$ cat src/mem_pkg.sv
`default_nettype none

// Geometry and data types of the shared SRAM bank
package mem_pkg;

    // Bank size in 32-bit words
    localparam int unsigned MEM_WORDS = 256;

    // Word address width, log2 of MEM_WORDS
    localparam int unsigned MEM_AW = 8;

    // Cycles from a granted read to valid rdata (1 or 2)
    localparam int unsigned SRAM_READ_LATENCY = 1;

    // One bank word
    typedef logic [31:0] mem_word_t;

    // Word index into the bank
    typedef logic [MEM_AW-1:0] mem_addr_t;

    // Per byte lane write enables, bit 0 is the low byte
    typedef logic [3:0] byte_en_t;

    // Byte address as seen on the AHB side
    typedef logic [31:0] bus_addr_t;

endpackage

`default_nettype wire
$ cat src/mem_arbiter.sv
`timescale 1ns/100ps
`default_nettype none

module mem_arbiter (
    input  wire                     clk,
    input  wire                     rst_n,
    input  wire                     ahb_req,
    input  wire                     ahb_we,
    input  wire mem_pkg::byte_en_t  ahb_ben,
    input  wire mem_pkg::mem_addr_t ahb_addr,
    input  wire mem_pkg::mem_word_t ahb_wdata,
    input  wire                     apb_req,
    input  wire                     apb_we,
    input  wire mem_pkg::byte_en_t  apb_ben,
    input  wire mem_pkg::mem_addr_t apb_addr,
    input  wire mem_pkg::mem_word_t apb_wdata,
    output logic                    ahb_gnt,
    output logic                    apb_gnt,
    output logic                    mem_en,
    output mem_pkg::byte_en_t       mem_wen,
    output mem_pkg::mem_addr_t      mem_addr,
    output mem_pkg::mem_word_t      mem_din
);

    import mem_pkg::*;

    logic conflict;
    logic last_apb; // APB won the previous conflict

    assign conflict = ahb_req & apb_req;

    // Loser of the last conflict goes first
    assign ahb_gnt = ahb_req & (~apb_req | last_apb);
    assign apb_gnt = apb_req & (~ahb_req | ~last_apb);

    always_ff @(posedge clk or negedge rst_n)
    begin
        if (!rst_n)
            last_apb <= 1'b0;
        else if (conflict)
            last_apb <= apb_gnt;
    end

    assign mem_en = ahb_gnt | apb_gnt;

    always_comb
    begin
        mem_wen  = '0;
        mem_addr = apb_addr;
        mem_din  = apb_wdata;
        if (ahb_gnt)
        begin
            mem_wen  = ahb_we ? ahb_ben : '0;
            mem_addr = ahb_addr;
            mem_din  = ahb_wdata;
        end
        else if (apb_gnt)
            mem_wen = apb_we ? apb_ben : '0; // Reads keep lanes off
    end

endmodule

`default_nettype wire

$ cat config.mk
export PLATFORM = sky130hd
export DESIGN_NAME = mem_arbiter
export DESIGN_NICKNAME = d
export VERILOG_FILES = /design/src/mem_pkg.sv /design/src/mem_arbiter.sv
export SDC_FILE = /design/constraint.sdc
export NUM_CORES = 1
export LEC_CHECK = 0
export BUFFER_PORTS_ARGS = -buffer_cell sky130_fd_sc_hd__buf_2
export CAP_MARGIN = 10
export CORE_MARGIN = 2
export CORE_UTILIZATION = 28
export CTS_CLUSTER_SIZE = 10
export DETAILED_ROUTE_END_ITERATION = 10
export PLACE_DENSITY = 0.86
export RECOVER_POWER = 25
export SYNTH_ARGS = -nofsm -noshare
export SYNTH_HDL_FRONTEND = slang
export SYNTH_SLANG_ARGS = --single-unit
$ cat constraint.sdc
create_clock -name clk -period 2.6 [get_ports clk]
set_input_delay 0.78 -clock clk [delete_from_list [all_inputs] [get_ports clk]]
set_output_delay 0.78 -clock clk [all_outputs]
set_load 0.05 [all_outputs]
* After elaboration in Yosys (flattened, before gate mapping)
Cells that the tools add are included.
Word-level totals: flip-flop bits (word level) 1, bits of input ports 94, word-level logic and storage cells 16, output and inout port bits 47
Operators by class: muxes and demuxes 6, bitwise gates (word level) 9
Operators with widths (number):
- 2-to-1 mux 32 bit | 1
- 2-to-1 mux 4 bit | 4
- 2-to-1 mux 8 bit | 1
- AND 1 bit | 3
- inverter 1 bit | 3
- bitwise OR 1 bit | 3

* Depth between registers and ports, before layout
depth after elaboration 5, gate-level depth with buffers 4, depth with buffers taken out 4

* Worst setup path before layout
Ideal clock, no wire load.
kind input -> output, start point input apb_req, end point output mem_wen[0], slack -914 ps, stages on the path 3, arrival time 2734 ps, data required time 1820 ps, cell sequence a21boi_0 > and2_1 > a32o_1
Between the ends: cells in the longest elaborated chain, start to end 4
Ends and longest elaborated chain:
- start: declaration | line mem_arbiter.sv:12 | input wire apb_req,
- inverter 1 bit | line mem_arbiter.sv:33 | assign ahb_gnt = ahb_req & (~apb_req | last_apb);
- bitwise OR 1 bit | line mem_arbiter.sv:33
- AND 1 bit | line mem_arbiter.sv:33
- 2-to-1 mux 4 bit * | line mem_arbiter.sv:51 | if (ahb_gnt)
- end: declaration | line mem_arbiter.sv:20 | output mem_pkg::byte_en_t mem_wen,
Mark *: on every way between the ends. The rest lies on a longest branch, timed or not.

* Worst setup path after layout
start point input apb_req, end point output mem_din[24]
Between the ends: cells in the longest elaborated chain, start to end 4
Ends and longest elaborated chain:
- inverter 1 bit | line mem_arbiter.sv:33
- bitwise OR 1 bit | line mem_arbiter.sv:33
- AND 1 bit | line mem_arbiter.sv:33
- 2-to-1 mux 32 bit | line mem_arbiter.sv:51
- end: declaration | line mem_arbiter.sv:22 | output mem_pkg::mem_word_t mem_din
No other way between the ends.

==> flow_summary.ini <==
[detailed_routing]
drc = 0
detail_route.iter0.violations = 15
wl_mm = 3.079
dr.pass1.iters = 4
vias_per_cell = 4.530
wl_per_cell_um = 13.39
ant_nets = 0
num_vias = 1042

[synthesis]
syn-mean-instance-area_um2 = 13.46
netlist_area_um2 = 767.0
synth-compound-area-share_pct = 6.199
synth_top_family_by_area = multiplexers
yosysSeqAreaShare_pct = 3.263
yosysWarnings = 0
synthSimpleGateAreaFrac_pct = 4.731
synth_mux_area_share_pct = 78.30
ys_ff_latch = 1
synth_xor_area_share_pct = 1.142
syn_inst = 57
synthDistinctLibCells = 12
syn_nets = 151
synth-adder-area-share_pct = 0

[place]
dpl.hpwl_mm = 2.744
place_congestion = 0.7898
place_area_um2 = 1531
portBuffers = 140

[outcome]
status = complete, no violations

[die]
io_pins = 141
die_area_um2 = 3174
start_util_pct = 30.14
dieHeight_um = 56.34
die_w_um = 56.34
num_rows = 18
coreArea_um2 = 2545

[setup_path]
rrSetupSlack_ns = 1.92
crit_path_end_kind = primary output
crit_required_ns = 1.82
r2r_end = last_apb
cp_max_fo = 8
cp_num_buf_inv = 3
critPathKind = input port to primary output
crit_slowest_cell = mux2_4
critical_path_cell_count = 6
crit_family = buffers and inverters
crit_arrival_ns = 1.77
crit_chain = buf_2, nand2b_2, nand2_8, clkbuf_16, mux2_4, buf_2
r2r_start = last_apb
reg2reg_depth = 1
cp_slowest_stage_delay_ns = 0.29
cp-start-kind = input port
critical_path.most_common_cell = buf_2
setup.worst_path.end = mem_din[24]
startpoint = apb_req

[sta]
setup_viol = 0
maxSlewViolCount = 0
skew_ns = 0
fin_setup_tns_ns = 0
worst_slew_pin_slew_ns = 0.5862
fin_crit_sh_pct = 98.25
whs_ns = 0.5459
hold_viol = 0
maxSlewHeadroom_pct = 61.09
max_freq_mhz = 391.5
grt_setup_unrepaired = false
period_minus_slack_ns = 2.555

[min_path]
hold_path_depth = 1
hp-class = flop to flop

[cells_and_area]
drive_gt1_share_pct = 97.00
fin_util_pct = 63.52
nNetsFinal = 296
largest_reg_flops = 1
reg.largest.list = last_apb (1)
diodes = 0
area_delta_synth_final_pct = 110.8
regMostFlops = last_apb
nFillCells = 228
stdcell_area_um2 = 1617

[grt]
grt_pass1_vias = 1091
grt_overflow = 0
grtUsageTotal_pct = 16.58
antenna_found_initial = 0
grt_pass1_wl_mm = 4.471
grt_max_degree = 22

[pwr]
finalPower_mw = 0.9289
ir_drop_uv = 431.1
p_leak_nw = 1.034
p_per_area_nw_per_um2 = 574.6

[cts]
clkTransAtPathRegs_ns = 0
holdBufCountCts = 0
insertion_delay_ns = 0
post_cts_buffers = 0

[run]
drv_cap = 0
## through the flow
stage	worst slack, ns	cells
2_1_floorplan	0.08307	57
3_3_place_gp	0.03551	227
3_5_place_dp	0.01566	227
4_1_cts	0.01376	227
5_1_grt	0.008547	230
6_report	0.04543	230
## placed cells by master (no fill, tap or decap)
master / instances
and2_1: 1
nand2b_2: 1
clkbuf_1: 1
dfrtp_1: 1
or2_2: 1
clkbuf_4: 1
inv_1: 1
clkbuf_16: 2
clkbuf_2: 4
nand2_1: 1
buf_2: 130
nand2_8: 1
buf_12: 2
buf_4: 5
mux2_4: 40
buf_6: 2
a21boi_4: 1
a32o_2: 4
xnor2_1: 1
## report_power, final
part | switching [mW] | total [mW] | internal (mW)
Sequential | 0.0109 | 0.0349 | 0.0239
Clock | 0 | 0 | 0
Combinational | 0.540 | 0.894 | 0.354
Total | 0.551 | 0.929 | 0.378
## metal layers
metal  wire (µm)  global-route usage, %  up-vias
met2        1791                  36.64       63
li1            -                      -      507
met3         280                  3.226        0
met5           0                      0        -
met4           0                  1.020        0
met1        1007                  15.70      472
## final cells by class
| class | count | area, µm² | share of cell area (%) |
|---|---|---|---|
| tap | 30 | 37.54 | 2.322 |
| timing repair buffer | 147 | 832.0 | 51.47 |
| inverter | 1 | 3.754 | 0.2322 |
| sequential | 1 | 25.02 | 1.548 |
| multi-input combinational | 51 | 718.2 | 44.43 |
## kinds of logic after synthesis
group                  count (synthesis)
multiplexers                          40
AO/OA/AOI/OAI                          5
AND/OR/NAND/NOR                        5
buffers and inverters                  5
XOR/XNOR                               1
flip-flops                             1
## synth_stat cells (all sizes together)
library cell / number / area share [%]
nand2: 2 / 2.0
a32o: 4 / 5.2
buf: 4 / 5.9
inv: 1 / 0.49
or2: 1 / 0.82
dfrtp: 1 / 3.3
xnor2: 1 / 1.1
nand2b: 1 / 1.1
a21boi: 1 / 0.98
mux2: 40 / 78
and2: 1 / 0.82
## worst min-delay path by stage
stage                         from  endpoint  slack, ns
after floorplan              rst_n  last_apb       0.48
after global placement    last_apb  last_apb       0.54
after detailed placement  last_apb  last_apb       0.54
after CTS                 last_apb  last_apb       0.55
after global routing         rst_n  last_apb       0.56
final                     last_apb  last_apb       0.55
## timing repair
action / in CTS / in global routing
endpoints found under the hold margin: 0 / 0
setup endpoints to repair: 0 / 5
resized for setup: 0 / 11
(Power assumes the default switching activity.)
