`config.mk`:
```
export PLATFORM = sky130hd
export DESIGN_NAME = apb_mem_port
export DESIGN_NICKNAME = d
export VERILOG_FILES = /design/src/bus_pkg.sv /design/src/mem_pkg.sv /design/src/apb_mem_port.sv
export SDC_FILE = /design/constraint.sdc
export NUM_CORES = 1
export LEC_CHECK = 0
export BUFFER_PORTS_ARGS = -buffer_cell sky130_fd_sc_hd__buf_2
export CAP_MARGIN = 30
export CELL_PAD_IN_SITES_DETAIL_PLACEMENT = 1
export CELL_PAD_IN_SITES_GLOBAL_PLACEMENT = 1
export CORE_MARGIN = 2
export CORE_UTILIZATION = 27
export CTS_CLUSTER_SIZE = 16
export DETAILED_ROUTE_END_ITERATION = 8
export PLACE_DENSITY = 0.88
export SLEW_MARGIN = 15
export SYNTH_ARGS = -nofsm -noshare
export SYNTH_HDL_FRONTEND = slang
export SYNTH_SLANG_ARGS = --single-unit
```
`constraint.sdc`:
```
create_clock -name clk -period 2.18 [get_ports clk]
set_input_delay 0.436 -clock clk [delete_from_list [all_inputs] [get_ports clk]]
set_output_delay 0.436 -clock clk [all_outputs]
set_load 0.05 [all_outputs]
```
`src/bus_pkg.sv`:
```
`default_nettype none

// AHB transfer encodings and the APB register map
package bus_pkg;

    // HTRANS
    localparam logic [1:0] HTRANS_IDLE   = 2'b00;
    localparam logic [1:0] HTRANS_BUSY   = 2'b01;
    localparam logic [1:0] HTRANS_NONSEQ = 2'b10;
    localparam logic [1:0] HTRANS_SEQ    = 2'b11;

    // HSIZE, only up to one word is served
    localparam logic [2:0] HSIZE_BYTE = 3'b000;
    localparam logic [2:0] HSIZE_HALF = 3'b001;
    localparam logic [2:0] HSIZE_WORD = 3'b010;

    // Register offset on the housekeeping port
    typedef logic [3:0] apb_off_t;

    // Word pointer into the bank
    localparam apb_off_t APB_REG_ADDR = 4'h0;

    // Data window, steps the pointer on every access
    localparam apb_off_t APB_REG_DATA = 4'h4;

    // Lost arbitration cycles, read only
    localparam apb_off_t APB_REG_CONFLICT = 4'h8;

endpackage

`default_nettype wire

```
`src/mem_pkg.sv`:
```
`default_nettype none

// Geometry and data types of the shared SRAM bank
package mem_pkg;

    // Bank size in 32-bit words
    localparam int unsigned MEM_WORDS = 256;

    // Word address width, log2 of MEM_WORDS
    localparam int unsigned MEM_AW = 8;

    // Cycles from a granted read to valid rdata (1 or 2)
    localparam int unsigned SRAM_READ_LATENCY = 1;

    // One bank word
    typedef logic [31:0] mem_word_t;

    // Word index into the bank
    typedef logic [MEM_AW-1:0] mem_addr_t;

    // Per byte lane write enables, bit 0 is the low byte
    typedef logic [3:0] byte_en_t;

    // Byte address as seen on the AHB side
    typedef logic [31:0] bus_addr_t;

endpackage

`default_nettype wire
```
`src/apb_mem_port.sv`:
```
`timescale 1ns/100ps
`default_nettype none

module apb_mem_port (
    input  wire                     clk,
    input  wire                     rst_n,
    input  wire                     psel,
    input  wire                     penable,
    input  wire                     pwrite,
    input  wire bus_pkg::apb_off_t  paddr,
    input  wire mem_pkg::mem_word_t pwdata,
    output mem_pkg::mem_word_t      prdata,
    output logic                    pready,
    output logic                    pslverr,
    output logic                    req,
    output logic                    we,
    output mem_pkg::byte_en_t       ben,
    output mem_pkg::mem_addr_t      addr,
    output mem_pkg::mem_word_t      wdata,
    input  wire                     gnt,
    input  wire mem_pkg::mem_word_t rdata
);

    import mem_pkg::*;
    import bus_pkg::*;

    typedef enum logic {
        ST_IDLE,
        ST_RD_WAIT
    } apb_state_t;

    apb_state_t  state;
    logic        access;
    logic        sel_addr;
    logic        sel_data;
    logic        sel_conf;
    logic        rd_done;
    logic [1:0]  rd_cnt;
    mem_addr_t   ptr;           // Window pointer
    logic [15:0] conflict_cnt;

    assign access   = psel & penable;
    assign sel_addr = (paddr == APB_REG_ADDR);
    assign sel_data = (paddr == APB_REG_DATA);
    assign sel_conf = (paddr == APB_REG_CONFLICT);
    assign rd_done  = (state == ST_RD_WAIT) && (rd_cnt == 2'(SRAM_READ_LATENCY));

    // Window access always moves a full word
    assign req   = access & sel_data & (state == ST_IDLE);
    assign we    = pwrite;
    assign ben   = pwrite ? '1 : '0;
    assign addr  = ptr;
    assign wdata = pwdata;

    // Register accesses and errors finish at once
    assign pready  = access & (~sel_data | (req & gnt & pwrite) | rd_done);
    assign pslverr = access & ~(sel_addr | sel_data | sel_conf);

    always_comb
    begin
        prdata = '0;
        if (sel_addr)
            prdata = mem_word_t'(ptr);
        else if (sel_data)
            prdata = rdata;
        else if (sel_conf)
            prdata = mem_word_t'(conflict_cnt);
    end

    always_ff @(posedge clk or negedge rst_n)
    begin
        if (!rst_n)
        begin
            state        <= ST_IDLE;
            rd_cnt       <= '0;
            ptr          <= '0;
            conflict_cnt <= '0;
        end
        else
        begin
            if (access && sel_addr && pwrite)
                ptr <= pwdata[MEM_AW-1:0];
            else if (req && gnt)
                ptr <= ptr + 1'b1;  // Step after each window access

            if (req && !gnt)
                conflict_cnt <= conflict_cnt + 16'd1;

            if (req && gnt && !pwrite)
            begin
                state  <= ST_RD_WAIT;
                rd_cnt <= 2'd1;
            end
            else if (rd_done)
                state <= ST_IDLE;
            else if (state == ST_RD_WAIT)
                rd_cnt <= rd_cnt + 2'd1;
        end
    end

endmodule

`default_nettype wire

```
Yosys cells after proc, flatten, opt, wreduce, memory -nomap -nowiden:

Index checks and enable logic that the tools add are counted.
Widths: inputs -> output; s select.

* add/sub/neg operators: 3
* multipliers: 0
* div/mod/pow operators: 0
* $lt $le $gt $ge: 0
* equality and inequality tests: 4
* shifts and indexed selects: 0
* mux-type cells: 11
* bitwise logic cells: 14
* reduce and logical (&&, ||, !) cells: 13

Operators by type and width (count)
* $mux 32: 2
* $add 16x1->16 const B: 1
* $mux 16: 1
* $mux 8: 2
* $add 8x1->8 const B: 1
* $and 1x1->1: 7
* $logic_and 1x1->1: 6
* $mux 2: 3
* $reduce_bool 2->1: 3
* $eq 4x3->1 const B: 1
* $eq 4x4->1 const B: 1
* $logic_not 4->1: 1
* $mux 4: 1
* $or 1x1->1: 4
* $not 1->1: 3
* $add 2x1->2 const B: 1
* $eq 2x1->1 const B: 1
* $logic_not 1->1: 2
* $mux 1: 2
* $ne 2x1->1 const B: 1
* $reduce_and 2->1: 1

* register bits after elaboration: 27
* latch bits: 0
* bits in writable memories: 0
* memory bits (read-only): 0
* output and inout bits: 80
* word-level logic and storage cells: 49
* memories kept: 0

Logic depth before layout (Yosys ltp):

* depth after elaboration: 8
* gate-level depth with buffers: 6
* depth with buffers taken out: 6

Least setup slack after synthesis:

OpenSTA, ideal clock, no wires.

* path kind: input port to output port
* start point: in paddr[1]
* end point: out prdata[0]
* arrival: 2.229 ns
* required time: 1.744 ns
* slack: -0.485 ns
* stages: 4
* path through: nor4b_1 -> clkbuf_1 -> nand2_1 -> a21oi_1

* longest elaborated chain between the ends: 4
* elaborated cells between the ends (all ways): 6
* those cells by class: eq/ne: 2; mux: 3; reduce/logical: 1

RTL lines
* start: declaration: line apb_mem_port.sv:10 `input wire bus_pkg::apb_off_t paddr,`
* $eq 4x4->1: line apb_mem_port.sv:45 `assign sel_conf = (paddr == APB_REG_CONFLICT);`
* $mux 16: line apb_mem_port.sv:66 `else if (sel_conf)`
* $mux 32: line apb_mem_port.sv:64 `else if (sel_data)`
* $mux 32 (*): line apb_mem_port.sv:62 `if (sel_addr)`
* end: declaration: line apb_mem_port.sv:12 `output mem_pkg::mem_word_t prdata,`

Mark *: on every way between the ends. The rest lies on a longest branch, timed or not.

Final worst setup path:

Same ends and word-level chain as after synthesis.

==> reports/qor_table.md <==
| Quantity | Reported | Unit |
| --- | --- | --- |
| Final Routed Wirelength | 6450 | um |
| Detailed-routing iteration count for the pre-antenna-repair pass | 4 | - |
| Least-Margin Pin Slew | 0.627 | ns |
| Final Critical Period | 2.15 | ns |
| Clock input transition at the sequential cells of the worst setup and hold paths | 0.10 | ns |
| H-tree depth | 1 | - |
| DRC violation count after routing | 0 | - |
| Number of I/O port buffers | 105 | - |
| Number of pins exceeding their max-slew limit in the final report | 0 | - |
| Clock network latency to the later pin of the worst-skew pair | 0.28 | ns |
| Result of the run | finished, final reports clean | - |
| Final Net Count | 394 | - |
| Total number of vias | 2050 | - |
| Die Ht | 91.6 | um |
| Maximum count of clock buffers along a single path | 2 | - |
| Final period utilization | 98.6 | % |
| Effective utilization at floorplan | 28.2 | % |
| Hold-fix buffer count after cts | 0 | - |
| Die area | 8380 | sq um |
| Ordered cell list for the critical path | buf_2 > nor3_2 > buf_12 > o21ai_0 > a21oi_4 > buf_2 | - |
| Root buffer cell | sky130_fd_sc_hd__clkbuf_8 | - |
| Average size of a mapped cell | 8.62 | sq um |
| Detailed-route vias per instance | 4.94 | - |
| Global-route wire length before repair | 10300 | um |
| Post-synth EDFFs | 0 | - |
| Count of fill cells added during filler insertion | 889 | - |
| Clock buffer count from CTS | 3 | - |
| Critical path data arrival time | 1.71 | ns |
| Cell repeated most along the worst path | sky130_fd_sc_hd__buf_2 | - |
| Die Wd | 91.6 | um |
| Count of pins on the block boundary | 154 | - |
| Start-to-end type of the worst setup path | input pin to output pin | - |
| Buf+Inv Stages, Crit Path | 3 | - |
| Crit path launch type | input pin | - |
| Area occupied by registers | 676 | sq um |
| Routed wire length per instance | 15.5 | um |
| Critical path required time | 1.74 | ns |
| Distinct cells, synth | 37 | - |
| Count of routing violations after the opening detailed-route iteration | 72 | - |
| Layout cell share with drive strength beyond 1 | 50.0 | % |
| Worst hold path class | input pin to async pin | - |
| Category of the worst setup path capture point | output pin | - |
| Number of standard cells after synthesis | 240 | - |
| RD Place Congestion | 0.783 | - |
| Worst-case headroom to the max-slew limit | 58.2 | % |
| Aggregate global routing overflow | 0 | - |
| Fin. Hold Viols | 0 | - |
| IR Drop Worst-Case VDD | 207 | uV |
| Site row count | 31 | - |
| Stage delay of the slowest cell on the critical path | 0.30 | ns |
| Maximum Capacitance Violations | 0 | - |
| Floorplan Core Area | 7330 | sq um |
| Setup violators final | 0 | - |
| Cell family with the largest share of critical-path delay | buffers and inverters | - |
| Worst clock skew | 0.00266 | ns |
| Antenna violations before repair | 0 | - |
| Area used by multi-input combinational logic | 1240 | sq um |
| Count of nets left with antenna violations after detail routing | 0 | - |
| Overall power after layout | 1.49 | mW |
| Maximum number of pins on one net before global-route repair | 28 | - |
| Top fanout value on the critical path | 18 | - |
| Total power density per cell area | 540 | nW/um^2 |
| Total of flip-flops plus latches after synthesis | 27 | - |
| Post-DP HPWL | 5230 | um |
| Post-layout utilization of the core | 37.6 | % |
| Area of the mapped netlist | 2070 | sq um |
| Ant diodes | 0 | - |
| Worst path slowest cell | sky130_fd_sc_hd__buf_2 | - |
| Overall track demand over capacity in global routing | 15.1 | % |
| Synthesized net count | 317 | - |
| Portion of the post-synthesis area used by sequential elements | 32.6 | % |
| Area growth, synth to finish | 33.1 | % |
| Clock sink count | 27 | - |
| Proportion of synthesized flip-flops having asynchronous set or reset | 100 | % |
| Predominant post-synthesis flop cell | sky130_fd_sc_hd__dfrtp_1 | - |
| Static Leakage | 1.36 | nW |
| Vias in the first global route | 2085 | - |
| Fmax | 465 | MHz |
| Warning count from the yosys run | 0 | - |
| TritonCTS clock tree | done | - |
cells in the final DEF, fill, tap and decap left out, drive strengths merged, types with 2 or more instances in the layout:
cell type,n
and3,6
and2,16
or2,2
o21ai,10
nor2,26
nand2,17
xnor2,17
a211oi,2
and4,3
xor2,2
clkbuf,3
nand3,10
a21oi,12
a22oi,9
ha,3
inv,4
dfrtp,27
nor4,5
buf,116
nand4,8
nor3,6
per-layer routing:
metal	wire length, um	GRT usage (%)	vias up
met5	0	0	-
met1	2620	18.1	970
met2	3160	26.1	102
met4	229	7.07	0
li1	-	-	953
met3	438	2.66	25
logic make-up (layout without fill, tap and decap cells):
group	Yosys count	after routing	share of synthesized area, %
AO/OA/AOI/OAI	37	37	11.2
AND/OR/NAND/NOR	104	104	29.3
adder cells (fa/ha/maj)	3	3	1.81
XOR/XNOR	19	19	8.04
flip-flops	27	27	32.6
multiplexers	2	2	1.03
buffers and inverters	48	124	15.9
sequential cells by signal, indices dropped and copies added (netlist names):
register	flops
addr	8
state	1
rd_cnt	2
conflict_cnt	16
report_power, final:
group / switching (mW) / total [mW] / internal (mW) / leakage, nW
clock network: 0.166 / 0.294 / 0.129 / 0.0255
registers: 0.0882 / 0.648 / 0.560 / 0.359
logic: 0.377 / 0.546 / 0.169 / 0.970
synthesized netlist by cell type (2+ instances only):
master | count | area (sq um)
sky130_fd_sc_hd__buf_4 | 37 | 278
sky130_fd_sc_hd__dfrtp_1 | 27 | 676
sky130_fd_sc_hd__nor2_1 | 24 | 90.1
sky130_fd_sc_hd__nand2_1 | 17 | 63.8
sky130_fd_sc_hd__xnor2_1 | 17 | 149
sky130_fd_sc_hd__and2_1 | 16 | 100
sky130_fd_sc_hd__a21oi_1 | 12 | 60.1
sky130_fd_sc_hd__nand3_1 | 10 | 50.1
sky130_fd_sc_hd__o21ai_0 | 10 | 50.1
sky130_fd_sc_hd__a22oi_1 | 9 | 67.6
sky130_fd_sc_hd__nand4_1 | 8 | 50.1
sky130_fd_sc_hd__and3_1 | 6 | 37.5
sky130_fd_sc_hd__nor3_1 | 6 | 30.0
sky130_fd_sc_hd__clkbuf_1 | 4 | 15.0
sky130_fd_sc_hd__inv_1 | 4 | 15.0
sky130_fd_sc_hd__and4_1 | 3 | 26.3
sky130_fd_sc_hd__ha_1 | 3 | 37.5
sky130_fd_sc_hd__nor4_4 | 3 | 63.8
sky130_fd_sc_hd__a211oi_1 | 2 | 15.0
sky130_fd_sc_hd__buf_2 | 2 | 10.0
sky130_fd_sc_hd__nor2_2 | 2 | 12.5
sky130_fd_sc_hd__nor4_2 | 2 | 25.0
sky130_fd_sc_hd__xor2_1 | 2 | 17.5
area by class of cell:
type,instances,share of cell area (%)
multi-input combinational,165,45.2
sequential,27,24.5
inverter,4,0.545
tap,99,4.50
timing repair buffer,116,23.6
clock buffer,3,1.50
clock inverter,1,0.182
stage by stage:
step           hold WS, ns  setup WS, ns  std cells  setup TNS [ns]  instance area (sq um)
2_1_floorplan        0.140        0.0352        240               0                   2220
3_3_place_gp         0.479       -0.0176        410         -0.0176                   2660
3_5_place_dp         0.487       -0.0953        410          -0.567                   2660
4_1_cts              0.179       -0.0159        414         -0.0238                   2720
5_1_grt              0.185      -0.00477        415        -0.00477                   2760
6_report             0.160        0.0304        415               0                   2760
path summary, 6_finish.rpt:
kind                                       start               end  slack (ns)  depth (start not counted)
worst max-delay path                    paddr[1]         prdata[0]        0.03                          6
worst min-delay path                       rst_n             state        0.16                          1
worst max register to register             state  conflict_cnt[10]        0.33                          4
worst min register to register  conflict_cnt[13]  conflict_cnt[13]        0.51                          1
max in group asynchronous                  rst_n   conflict_cnt[3]        1.61                          1
min in group clk                       pwdata[1]           addr[1]        0.39                          3
what timing repair did:
item | CTS | global route
gates resized for setup | 5 | 9
buffers inserted | 0 | 1
pin swaps | 0 | 1
endpoints found under the setup margin | 9 | 18
endpoints found under the hold margin | 0 | 0
No activity file was read; power rests on OpenSTA's default activity.
