===== config.mk =====
export PLATFORM = sky130hd
export DESIGN_NAME = ahb_sram_port
export DESIGN_NICKNAME = d
export VERILOG_FILES = /design/src/bus_pkg.sv /design/src/mem_pkg.sv /design/src/ahb_sram_port.sv
export SDC_FILE = /design/constraint.sdc
export NUM_CORES = 1
export LEC_CHECK = 0
export BUFFER_PORTS_ARGS = -buffer_cell sky130_fd_sc_hd__clkbuf_2
export CORE_MARGIN = 5
export CORE_UTILIZATION = 29
export DETAILED_ROUTE_END_ITERATION = 8
export PLACE_DENSITY = 0.81
export REMOVE_ABC_BUFFERS = 1
export SLEW_MARGIN = 40
export SYNTH_ARGS = -nofsm -noshare
export SYNTH_HDL_FRONTEND = slang
export SYNTH_SLANG_ARGS = --single-unit

===== constraint.sdc =====
create_clock -name clk -period 1.5 [get_ports clk]
set_input_delay 0.3 -clock clk [delete_from_list [all_inputs] [get_ports clk]]
set_output_delay 0.3 -clock clk [all_outputs]
set_load 0.01 [all_outputs]

===== src/bus_pkg.sv =====
`default_nettype none

// AHB transfer encodings and the APB register map
package bus_pkg;

    // HTRANS
    localparam logic [1:0] HTRANS_IDLE   = 2'b00;
    localparam logic [1:0] HTRANS_BUSY   = 2'b01;
    localparam logic [1:0] HTRANS_NONSEQ = 2'b10;
    localparam logic [1:0] HTRANS_SEQ    = 2'b11;

    // HSIZE, only up to one word is served
    localparam logic [2:0] HSIZE_BYTE = 3'b000;
    localparam logic [2:0] HSIZE_HALF = 3'b001;
    localparam logic [2:0] HSIZE_WORD = 3'b010;

    // Register offset on the housekeeping port
    typedef logic [3:0] apb_off_t;

    // Word pointer into the bank
    localparam apb_off_t APB_REG_ADDR = 4'h0;

    // Data window, steps the pointer on every access
    localparam apb_off_t APB_REG_DATA = 4'h4;

    // Lost arbitration cycles, read only
    localparam apb_off_t APB_REG_CONFLICT = 4'h8;

endpackage

`default_nettype wire


===== src/mem_pkg.sv =====
`default_nettype none

// Geometry and data types of the shared SRAM bank
package mem_pkg;

    // Bank size in 32-bit words
    localparam int unsigned MEM_WORDS = 256;

    // Word address width, log2 of MEM_WORDS
    localparam int unsigned MEM_AW = 8;

    // Cycles from a granted read to valid rdata (1 or 2)
    localparam int unsigned SRAM_READ_LATENCY = 1;

    // One bank word
    typedef logic [31:0] mem_word_t;

    // Word index into the bank
    typedef logic [MEM_AW-1:0] mem_addr_t;

    // Per byte lane write enables, bit 0 is the low byte
    typedef logic [3:0] byte_en_t;

    // Byte address as seen on the AHB side
    typedef logic [31:0] bus_addr_t;

endpackage

`default_nettype wire

===== src/ahb_sram_port.sv =====
`timescale 1ns/100ps
`default_nettype none

module ahb_sram_port (
    input  wire                     clk,
    input  wire                     rst_n,
    input  wire                     hsel,
    input  wire                     hwrite,
    input  wire                     hready,
    input  wire mem_pkg::bus_addr_t haddr,
    input  wire [1:0]               htrans,
    input  wire [2:0]               hsize,
    input  wire mem_pkg::mem_word_t hwdata,
    input  wire mem_pkg::byte_en_t  hwstrb,
    output logic                    hready_out,
    output mem_pkg::mem_word_t      hrdata,
    output logic                    hresp,
    output logic                    req,
    output logic                    we,
    output mem_pkg::byte_en_t       ben,
    output mem_pkg::mem_addr_t      addr,
    output mem_pkg::mem_word_t      wdata,
    input  wire                     gnt,
    input  wire mem_pkg::mem_word_t rdata
);

    import mem_pkg::*;
    import bus_pkg::*;

    typedef enum logic [1:0] {
        ST_IDLE,
        ST_REQ,
        ST_RD_WAIT
    } ahb_state_t;

    ahb_state_t state;
    ahb_state_t state_nxt;
    logic       trans_start;
    logic       we_q;       // Direction of the data phase
    byte_en_t   lane_dec;
    byte_en_t   lane_q;
    mem_addr_t  addr_q;
    logic [1:0] rd_cnt;     // Cycles since the read grant
    logic       rd_done;
    logic       xfer_done;

    assign trans_start = hsel & hready & (htrans inside {HTRANS_NONSEQ, HTRANS_SEQ});

    // Lanes from start byte upwards, clipped at byte 3
    always_comb
    begin
        case (hsize)
            HSIZE_BYTE: lane_dec = byte_en_t'(4'b0001 << haddr[1:0]);
            HSIZE_HALF: lane_dec = byte_en_t'(4'b0011 << haddr[1:0]);
            HSIZE_WORD: lane_dec = byte_en_t'(4'b1111 << haddr[1:0]);
            default:    lane_dec = '0;
        endcase
    end

    // Address phase capture
    always_ff @(posedge clk)
    begin
        if (trans_start)
        begin
            addr_q <= haddr[MEM_AW+1:2];
            lane_q <= lane_dec;
        end
    end

    assign rd_done   = (state == ST_RD_WAIT) && (rd_cnt == 2'(SRAM_READ_LATENCY));
    assign xfer_done = ((state == ST_REQ) && gnt && we_q) || rd_done;

    always_comb
    begin
        state_nxt = state;
        if ((state == ST_IDLE) || xfer_done)
            state_nxt = trans_start ? ST_REQ : ST_IDLE; // Pipelined next transfer
        else if ((state == ST_REQ) && gnt)
            state_nxt = ST_RD_WAIT;
    end

    always_ff @(posedge clk or negedge rst_n)
    begin
        if (!rst_n)
        begin
            state  <= ST_IDLE;
            we_q   <= 1'b0;
            rd_cnt <= '0;
        end
        else
        begin
            state <= state_nxt;
            if (trans_start)
                we_q <= hwrite;
            if ((state == ST_REQ) && gnt)
                rd_cnt <= 2'd1;
            else if ((state == ST_RD_WAIT) && !rd_done)
                rd_cnt <= rd_cnt + 2'd1;
        end
    end

    // Bank request, held until granted
    assign req   = (state == ST_REQ);
    assign we    = we_q;
    assign ben   = we_q ? (lane_q & hwstrb) : '0;
    assign addr  = addr_q;
    assign wdata = hwdata;

    assign hready_out = (state == ST_IDLE) | xfer_done;
    assign hrdata     = rdata;  // Valid when rd_done
    assign hresp      = 1'b0;   // Always OKAY

endmodule

`default_nettype wire


* Word level (Yosys, flattened, before mapping)
Cells that the tools add are included.
** Operators by class
- Add/subtract/negate cells :: 1
- Equal/unequal tests :: 7
- Shift-type cells :: 3
- Muxes and demuxes :: 7
- Bitwise logic cells :: 4
- Reduce and logical (&&, ||, !) cells :: 12
** Operators with widths (number)
- case mux 4 bit (3 select lines) :: 1
- two-way mux 2 bit :: 4
- equality test 2 bit (second input constant) :: 3
- nonzero test 2 bit :: 3
- bitwise AND 4 bit :: 1
- equality test 2 x 1 -> 1 bit (second input constant) :: 2
- logical AND 1 bit :: 4
- two-way mux 4 bit :: 1
- left shift 1 x 2 -> 4 bit (first input constant) :: 1
- left shift 2 x 2 -> 4 bit (first input constant) :: 1
- left shift 4 x 2 -> 4 bit (first input constant) :: 1
- equality test 3 x 1 -> 1 bit (second input constant) :: 1
- equality test 3 x 2 -> 1 bit (second input constant) :: 1
- logical NOT 3 bit :: 1
- adder 2 x 1 -> 2 bit (second input constant) :: 1
- bitwise AND 1 bit :: 2
- logical NOT 2 bit :: 1
- logical OR 1 bit :: 2
- logical NOT 1 bit :: 1
- two-way mux 1 bit :: 1
- bitwise OR 1 bit :: 1
** Word-level totals
- Register bits :: 17
- Input port bits :: 111
- Output and inout bits :: 80
- Word-level logic and storage cells :: 39

* Depth between registers and ports, before layout
Gate-level depths: netlist of run 1.
- Depth in word-level cells :: 6
- Gate-level depth with buffers :: 5

* Worst setup path after synthesis of run 1
No wires, ideal clock.
- Kind :: input port to flip-flop
- Start :: input port htrans[1]
- End :: register we_q, in the netlist we
- Arrival :: 1086 ps
- Setup slack :: 286 ps
- Cell stages on the path :: 2
- Buffers on the path :: 0
- Cell sequence :: and3_1 -> mux2_1
** On the way
- Longest elaborated chain between the ends :: 3
- Elaborated cells between the ends (all ways) :: 4
- Classes of those cells :: 2 x eq/ne; 1 x bitwise; 1 x reduce/logical
** RTL lines
- start, declared :: RTL line ahb_sram_port.sv:11 : input wire [1:0] htrans,
- equality test 2 bit :: RTL line ahb_sram_port.sv:47 : assign trans_start = hsel & hready & (htrans inside {HTRANS_NONSEQ, HTRANS_SEQ});
- nonzero test 2 bit (*) :: RTL line ahb_sram_port.sv:47
- bitwise AND 1 bit (*) :: RTL line ahb_sram_port.sv:47
- end signal, assigned :: RTL line ahb_sram_port.sv:94 : we_q <= hwrite;
- end, declared :: RTL line ahb_sram_port.sv:39 : logic we_q;
Every way passes the cells marked *; elsewhere a longest branch is shown, timed or not.
A chain may end at the register's enable or synchronous reset.

* Worst setup path in the final report of run 1
- Start :: register rd_cnt[1]
- End :: output port hready_out
** On the way
- Longest elaborated chain between the ends :: 4
** RTL lines
- start, declared :: RTL line ahb_sram_port.sv:43 : logic [1:0] rd_cnt;
- start signal, assigned :: RTL line ahb_sram_port.sv:98 : rd_cnt <= rd_cnt + 2'd1;
- equality test 2 x 1 -> 1 bit :: RTL line ahb_sram_port.sv:70 : assign rd_done = (state == ST_RD_WAIT) && (rd_cnt == 2'(SRAM_READ_LATENCY));
- logical AND 1 bit :: RTL line ahb_sram_port.sv:70
- logical OR 1 bit :: RTL line ahb_sram_port.sv:71 : assign xfer_done = ((state == ST_REQ) && gnt && we_q) || rd_done;
- bitwise OR 1 bit :: RTL line ahb_sram_port.sv:109 : assign hready_out = (state == ST_IDLE) | xfer_done;
- end, declared :: RTL line ahb_sram_port.sv:15 : output logic hready_out,
No other way between the ends.

==> results of run 1 <==
-- per-stage QoR --
| stage | hold slack, ns | TNS, ns | worst slack [ns] | utilization (%) | std cells |
|---|---|---|---|---|---|
| final | 0.225 | 0 | 0.00253 | 27.4 | 153 |
| after global routing | 0.213 | -0.0630 | -0.0630 | 27.4 | 153 |
| after CTS | 0.220 | -0.0332 | -0.0332 | 27.2 | 153 |
| after detailed placement | 0.121 | 0 | 0.153 | 24.6 | 144 |
| after global placement | 0.121 | 0 | 0.186 | 24.6 | 144 |
| after floorplan | 0.00441 | 0 | 0.286 | - | 54 |
-- worst paths after layout --
kind                                       start                     to  slack [ns]
max                        rd_cnt[1]$_DFFE_PN0P_             hready_out       0.003
min in group asynchronous                  rst_n         we$_DFFE_PN0P_        0.41
max reg2reg                rd_cnt[0]$_DFFE_PN0P_  rd_cnt[1]$_DFFE_PN0P_        0.19
min                                     haddr[9]      addr[7]$_DFFE_PP_        0.22
max in group asynchronous                  rst_n   state[0]$_DFFE_PN0P_        0.95
min reg2reg                rd_cnt[0]$_DFFE_PN0P_  rd_cnt[0]$_DFFE_PN0P_        0.59
-- state kept, by name (all words and copies together), names as in the netlist --
signal,count
addr,8
lane_q,4
rd_cnt,2
state,2
we,1
-- layout by cell type (no fill, tap or decap) --
| cell type | n |
|---|---|
| ha_4 | 1 |
| o311a_1 | 1 |
| o221ai_1 | 1 |
| a311oi_1 | 1 |
| edfxtp_1 | 12 |
| conb_1 | 1 |
| a21o_1 | 1 |
| clkinvlp_4 | 1 |
| nor2_1 | 3 |
| nor3_1 | 3 |
| dlygate4sd3_1 | 1 |
| buf_4 | 6 |
| a22o_1 | 1 |
| nand2_1 | 3 |
| nor2_4 | 1 |
| dfrtp_2 | 3 |
| a21oi_1 | 5 |
| o21ai_1 | 2 |
| dfrtp_1 | 2 |
| clkbuf_8 | 3 |
| mux2_1 | 1 |
| inv_2 | 1 |
| nand2b_4 | 1 |
| nand2b_1 | 1 |
| buf_6 | 1 |
| and3_1 | 5 |
| clkbuf_2 | 37 |
| nor2b_1 | 1 |
| o21ai_0 | 1 |
| inv_1 | 1 |
| a22oi_4 | 1 |
-- power by group --
| part | total, W | internal, W | switching, W |
|---|---|---|---|
| sequential | 0.000551 | 0.000531 | 0.0000194 |
| clock | 0.000343 | 0.000187 | 0.000156 |
| combinational | 0.000161 | 0.0000838 | 0.0000769 |
| total | 0.00105 | 0.000802 | 0.000252 |
-- per-layer routing --
| layer | vias up | wire, microns | track usage [%] |
|---|---|---|---|
| met5 | - | 39 | 4.63 |
| met1 | 315 | 781 | 8.71 |
| met4 | 2 | 819 | 23.5 |
| met3 | 30 | 1790 | 23.9 |
| met2 | 120 | 3560 | 42.5 |
| li1 | 300 | - | - |
-- logic make-up (layout without fill, tap and decap cells) --
group	Yosys count	in the layout	synth area share, %
flops	17	17	39.4
simple gates	18	18	8.64
fa+ha+maj	1	1	1.02
compound gates	14	14	8.54
buf+inv	68	51	41.2
mux	1	1	0.915
other cells	1	1	0.305
-- critical path, delay by kind of cell (launching register included) --
kind | cells | cell delay, ns
compound gates | 1 | 0.15
flops | 1 | 0.40
fa+ha+maj | 1 | 0.14
simple gates | 1 | 0.06
buf+inv | 2 | 0.20
-- what timing repair did --
item,4_1_cts,5_1_grt
gates resized for setup,6,2
endpoints found under the hold margin,5,0
hold buffers,1,0
setup buffers,4,0
setup endpoints to repair,1,1
-- cell type report --
cell class | instances | area [sq um] | share of cell area, %
flip-flops and latches | 17 | 489 | 44.0
multi-input cells | 35 | 251 | 22.6
clock inverters | 1 | 7.51 | 0.676
clock buffers | 3 | 41.3 | 3.72
well taps | 50 | 62.6 | 5.63
repair buffers | 45 | 251 | 22.6
inverters | 2 | 7.51 | 0.676
==> impl_metrics.py, run 1 <==
metrics = {
    "worst_setup_path": {
        "critPathLaunchType": "flip-flop",
        "cp_slowest_cell": "dfrtp_1",
        "cp.arrival_ns": 1.20,
        "path_class": "flip-flop to output port",
        "worstPathMaxFanout": 3,
        "endpoint_kind": "output port",
        "reg2regPathDepth": 5,
        "required_ns": 1.20,
        "cpPeakStageDelay_ns": 0.40,
        "worstPathCellList": "inv_2, ha_4, nand2b_4, a22oi_4, buf_6",
    },
    "layout": {
        "nNetsFinal": 216,
        "fillers": 435,
        "areaGrowthSynthToFinish_pct": -9.76,
        "drive_gt1_share_pct": 54.4,
        "antenna_cells": 0,
        "design_area_sq_um": 1110,
    },
    "global_routing": {
        "antenna_found_initial": 0,
        "grt_pass1_wl_microns": 7990,
        "gr-total-overflow": 0,
        "grt_max_degree": 12,
        "groute.usage.overall_pct": 23.4,
        "grt_pass1_vias": 772,
    },
    "timing": {
        "fmax_ghz": 0.668,
        "maxSlewViolCount": 0,
        "timing.final.crit_share_pct": 99.8,
        "finalSetupViolCount": 0,
        "skew_ns": 0.000505,
        "fin_crit_ns": 1.50,
        "rsz0062_at_grt": "yes",
        "timing_hold_violations_final": 0,
    },
    "logic_synthesis": {
        "synth_top_area_share_pct": 39.6,
        "synth_area_leader_cell": "buf_4",
        "synth_seq_cells": 17,
        "netlist_area_sq_um": 1230,
        "async_flop_share_pct": 29.4,
        "ys_seq_area_share_pct": 39.4,
        "synth_cell_types": 25,
        "yosys_warnings": 0,
        "yosysMostFrequentCell": "buf_4",
        "synth_commonest_cells": "buf_4 (65), edfxtp_1 (12), a21oi_1 (5), and3_1 (5), dfrtp_1 (5)",
        "avgSynthCellArea_sq_um": 10.3,
        "synth-edff-count": 12,
        "syn_inst": 120,
        "synth-main-ff-cell": "edfxtp_1",
        "synth.area.top_cells": "buf_4 (40%), edfxtp_1 (29%), dfrtp_1 (10%), and3_1 (2.5%), a21oi_1 (2.0%)",
    },
    "power": {
        "power_density_nw_per_um2": 949,
        "p_leak_nw": 0.515,
        "ir_drop_mv": 0.369,
        "power.total_w": 0.00105,
    },
    "run": {
        "cap_viol_max_count": 0,
    },
    "placed_design": {
        "gp_congestion": 0.809,
        "port_buffers": 38,
        "placed_area_sq_um": 1000,
        "place_hpwl_microns": 6570,
    },
    "route": {
        "drc_errors": 0,
        "drt_iter0_drc": 19,
        "antenna_left": 0,
        "dr_total_vias": 767,
        "routed_wirelength_microns": 7000,
        "drt-vias-per-instance": 5.01,
        "dr.pass1.iters": 4,
        "wl_per_cell_microns": 45.7,
    },
    "floorplanning": {
        "rows": 23,
        "die_area_sq_um": 5650,
        "start_util_pct": 30.3,
        "die_h_microns": 75.2,
        "die_w_microns": 75.2,
        "ios": 191,
        "fp.coreArea_sq_um": 4060,
    },
    "clocking": {
        "tritoncts": "done",
        "cts.htree.levels": 1,
        "max-clock-path-buffers": 2,
        "clk_pin_slew_worst_paths_ns": 0.07,
        "clock_sinks": 17,
        "cts_buffers": 3,
        "clock_latency_ns": 0.25,
        "cts_root_buffer": "clkbuf_8",
    },
    "min_path": {
        "hold_depth": 1,
        "hp-class": "input pin to flip-flop",
    },
    "status": {
        "status": "finished clean",
    },
}
Note: power is estimated with default switching activity, not from simulation.
==> inputs of run 2 (changes only) <==
REMOVE_ABC_BUFFERS = unset   (was 1)
==> run 2 against run 1 <==
Setup slack improved by 0.030 ns. Clock power down 5%. Cell area shrank 0.34%. Flip-flop and latch count is the same. Utilization down 0.093 points. Power decreased by 2.1%. Routed wire length is 66% lower. Global-route usage fell by 16 points. Worst hold slack hardly changed. Critical endpoint unchanged. Largest cell class unchanged. Highest routed layer is now met4.
==> impl_metrics.py, run 2 (synthesis results as in run 1) <==
metrics = {
    "clocking": {
        "cts.htree.levels": 1,
        "clock_sinks": 17,
        "clk_pin_slew_worst_paths_ns": 0.06,
        "cts_buffers": 3,
        "max-clock-path-buffers": 2,
        "cts_root_buffer": "clkbuf_8",
        "clock_latency_ns": 0.24,
        "tritoncts": "done",
    },
    "run": {
        "cap_viol_max_count": 0,
    },
    "layout": {
        "fillers": 422,
        "instances_no_fill": 153,
        "multi_input_comb_area_sq_um": 251,
        "drive_gt1_share_pct": 53.4,
        "nNetsFinal": 216,
        "final_common_cell": "clkbuf_2",
        "antenna_cells": 0,
        "largest_reg_flops": 8,
        "most-common-layout-cells": "clkbuf_2 (37), edfxtp_1 (12), buf_4 (6)",
        "areaGrowthSynthToFinish_pct": -10.1,
        "seq_area_sq_um": 488,
    },
    "worst_setup_path": {
        "crit_path_start": "rd_cnt[1]$_DFFE_PN0P_",
        "path_class": "flip-flop to output port",
        "worstPathMaxFanout": 3,
        "endpoint_kind": "output port",
        "reg2regPathDepth": 6,
        "r2r_setup_slack_ns": 0.23,
        "worstPathCellList": "inv_2, ha_4, nand2b_4, a22oi_4, buf_6",
        "cpPeakStageDelay_ns": 0.41,
        "required_ns": 1.20,
        "cp_slowest_cell": "dfrtp_1",
        "r2r_start": "rd_cnt[0]$_DFFE_PN0P_",
        "crit_path_end": "hready_out",
        "cp.arrival_ns": 1.17,
        "critPathLaunchType": "flip-flop",
        "r2r_end": "state[0]$_DFFE_PN0P_",
    },
    "power": {
        "power_density_nw_per_um2": 932,
        "p_clk_share_pct": 31.7,
        "p_int_w": 0.000796,
        "p_leak_nw": 0.519,
        "ir_drop_mv": 0.282,
        "power_frac_seq_pct": 53.4,
        "p_sw_w": 0.000235,
        "power.total_w": 0.00103,
        "combPwrFrac_pct": 14.9,
        "swShare_pct": 22.8,
    },
    "global_routing": {
        "gr-total-overflow": 0,
        "grt_max_degree": 11,
        "grt_pass1_wl_microns": 3130,
        "antenna_found_initial": 0,
        "grt_pass1_vias": 603,
        "groute.usage.overall_pct": 7.73,
    },
    "timing": {
        "timing.final.crit_share_pct": 97.8,
        "rsz0062_at_grt": "yes",
        "maxSlewViolCount": 0,
        "setup_tns_ns": 0,
        "finalSetupViolCount": 0,
        "fmax_ghz": 0.681,
        "skew_ns": 0.000216,
        "timing_hold_violations_final": 0,
        "fin_crit_ns": 1.47,
        "fin_ws_ns": 0.0323,
    },
    "floorplanning": {
        "fp.coreArea_sq_um": 4060,
        "die_h_microns": 75.2,
        "rows": 23,
        "die_area_sq_um": 5650,
        "start_util_pct": 30.3,
        "ios": 191,
        "die_w_microns": 75.2,
    },
    "route": {
        "drt_iter0_drc": 30,
        "drc_errors": 0,
        "routed_wirelength_microns": 2380,
        "drt-vias-per-instance": 4.39,
        "dr_total_vias": 671,
        "antenna_left": 0,
        "wl_per_cell_microns": 15.6,
        "dr.pass1.iters": 4,
    },
    "placed_design": {
        "dpl.cell_count": 144,
        "dp_slack_ns": 0.0963,
        "port_buffers": 38,
        "gp_congestion": 0.771,
        "place_hpwl_microns": 1960,
    },
    "status": {
        "status": "finished clean",
    },
    "min_path": {
        "hp-class": "input pin to flip-flop",
    },
    "logic_synthesis": {
        "synthesis.nets": 232,
    },
}
## run 2: worst min path at each step
| stage | from | endpoint | slack, ns | cells past startpoint |
|---|---|---|---|---|
| finish | haddr[9] | addr[7]$_DFFE_PP_ | 0.23 | 1 |
| detailed placement | rst_n | rd_cnt[1]$_DFFE_PN0P_ | 0.13 | 1 |
| global placement | rst_n | rd_cnt[1]$_DFFE_PN0P_ | 0.13 | 1 |
| global route | haddr[7] | addr[5]$_DFFE_PP_ | 0.21 | 1 |
| floorplan | rst_n | rd_cnt[0]$_DFFE_PN0P_ | 0.004 | 0 |
| CTS | haddr[8] | addr[6]$_DFFE_PP_ | 0.22 | 1 |
## run 2: power groups by stage
stage / registers, W / logic [W] / clock network (W)
3_5_place_dp: 0.000561 / 0.000143 / 0
6_report: 0.000551 / 0.000154 / 0.000327
3_3_place_gp: 0.000560 / 0.000140 / 0
5_1_grt: 0.000554 / 0.000169 / 0.000364
4_1_cts: 0.000551 / 0.000149 / 0.000345
2_1_floorplan: 0.000559 / 0.000246 / 0
## run 2: critical path, delay by kind of cell (launching register included)
kind	cells	cell delay (ns)
and+or+nand+nor	1	0.05
AOI/OAI and AO/OA	1	0.13
buffers and inverters	2	0.19
DFF	1	0.41
adders and majority gates	1	0.14
## run 2: what timing repair did
action                     4_1_cts  5_1_grt
resized for setup                4        3
hold buffers                     1        0
setup endpoints to repair        1        1
hold endpoints to repair         5        0
pin swaps                        1        1
buffers inserted                 2        2
## run 2: through the flow
step                      hold slack [ns]  util (%)  instance area, sq um
after floorplan                   0.00441         -                  1230
after global placement              0.125      24.6                  1000
after detailed placement            0.126      24.6                  1000
after global routing                0.209      27.3                  1110
final                               0.225      27.3                  1110
after CTS                           0.216      26.7                  1080
## run 2: per-layer routing
metal | wire (microns) | up-vias | global-route usage, %
li1 | - | 302 | -
met1 | 752 | 284 | 7.55
met2 | 1020 | 57 | 10.3
met3 | 417 | 28 | 4.67
met4 | 192 | 0 | 8.93
met5 | 0 | - | 0
## run 2: layout make-up
type	count	share of cell area [%]
flip-flops and latches	17	44.1
multi-input cells	35	22.7
repair buffers	45	22.7
well taps	50	5.65
clock buffers	3	3.73
inverters	2	0.678
clock inverters	1	0.452
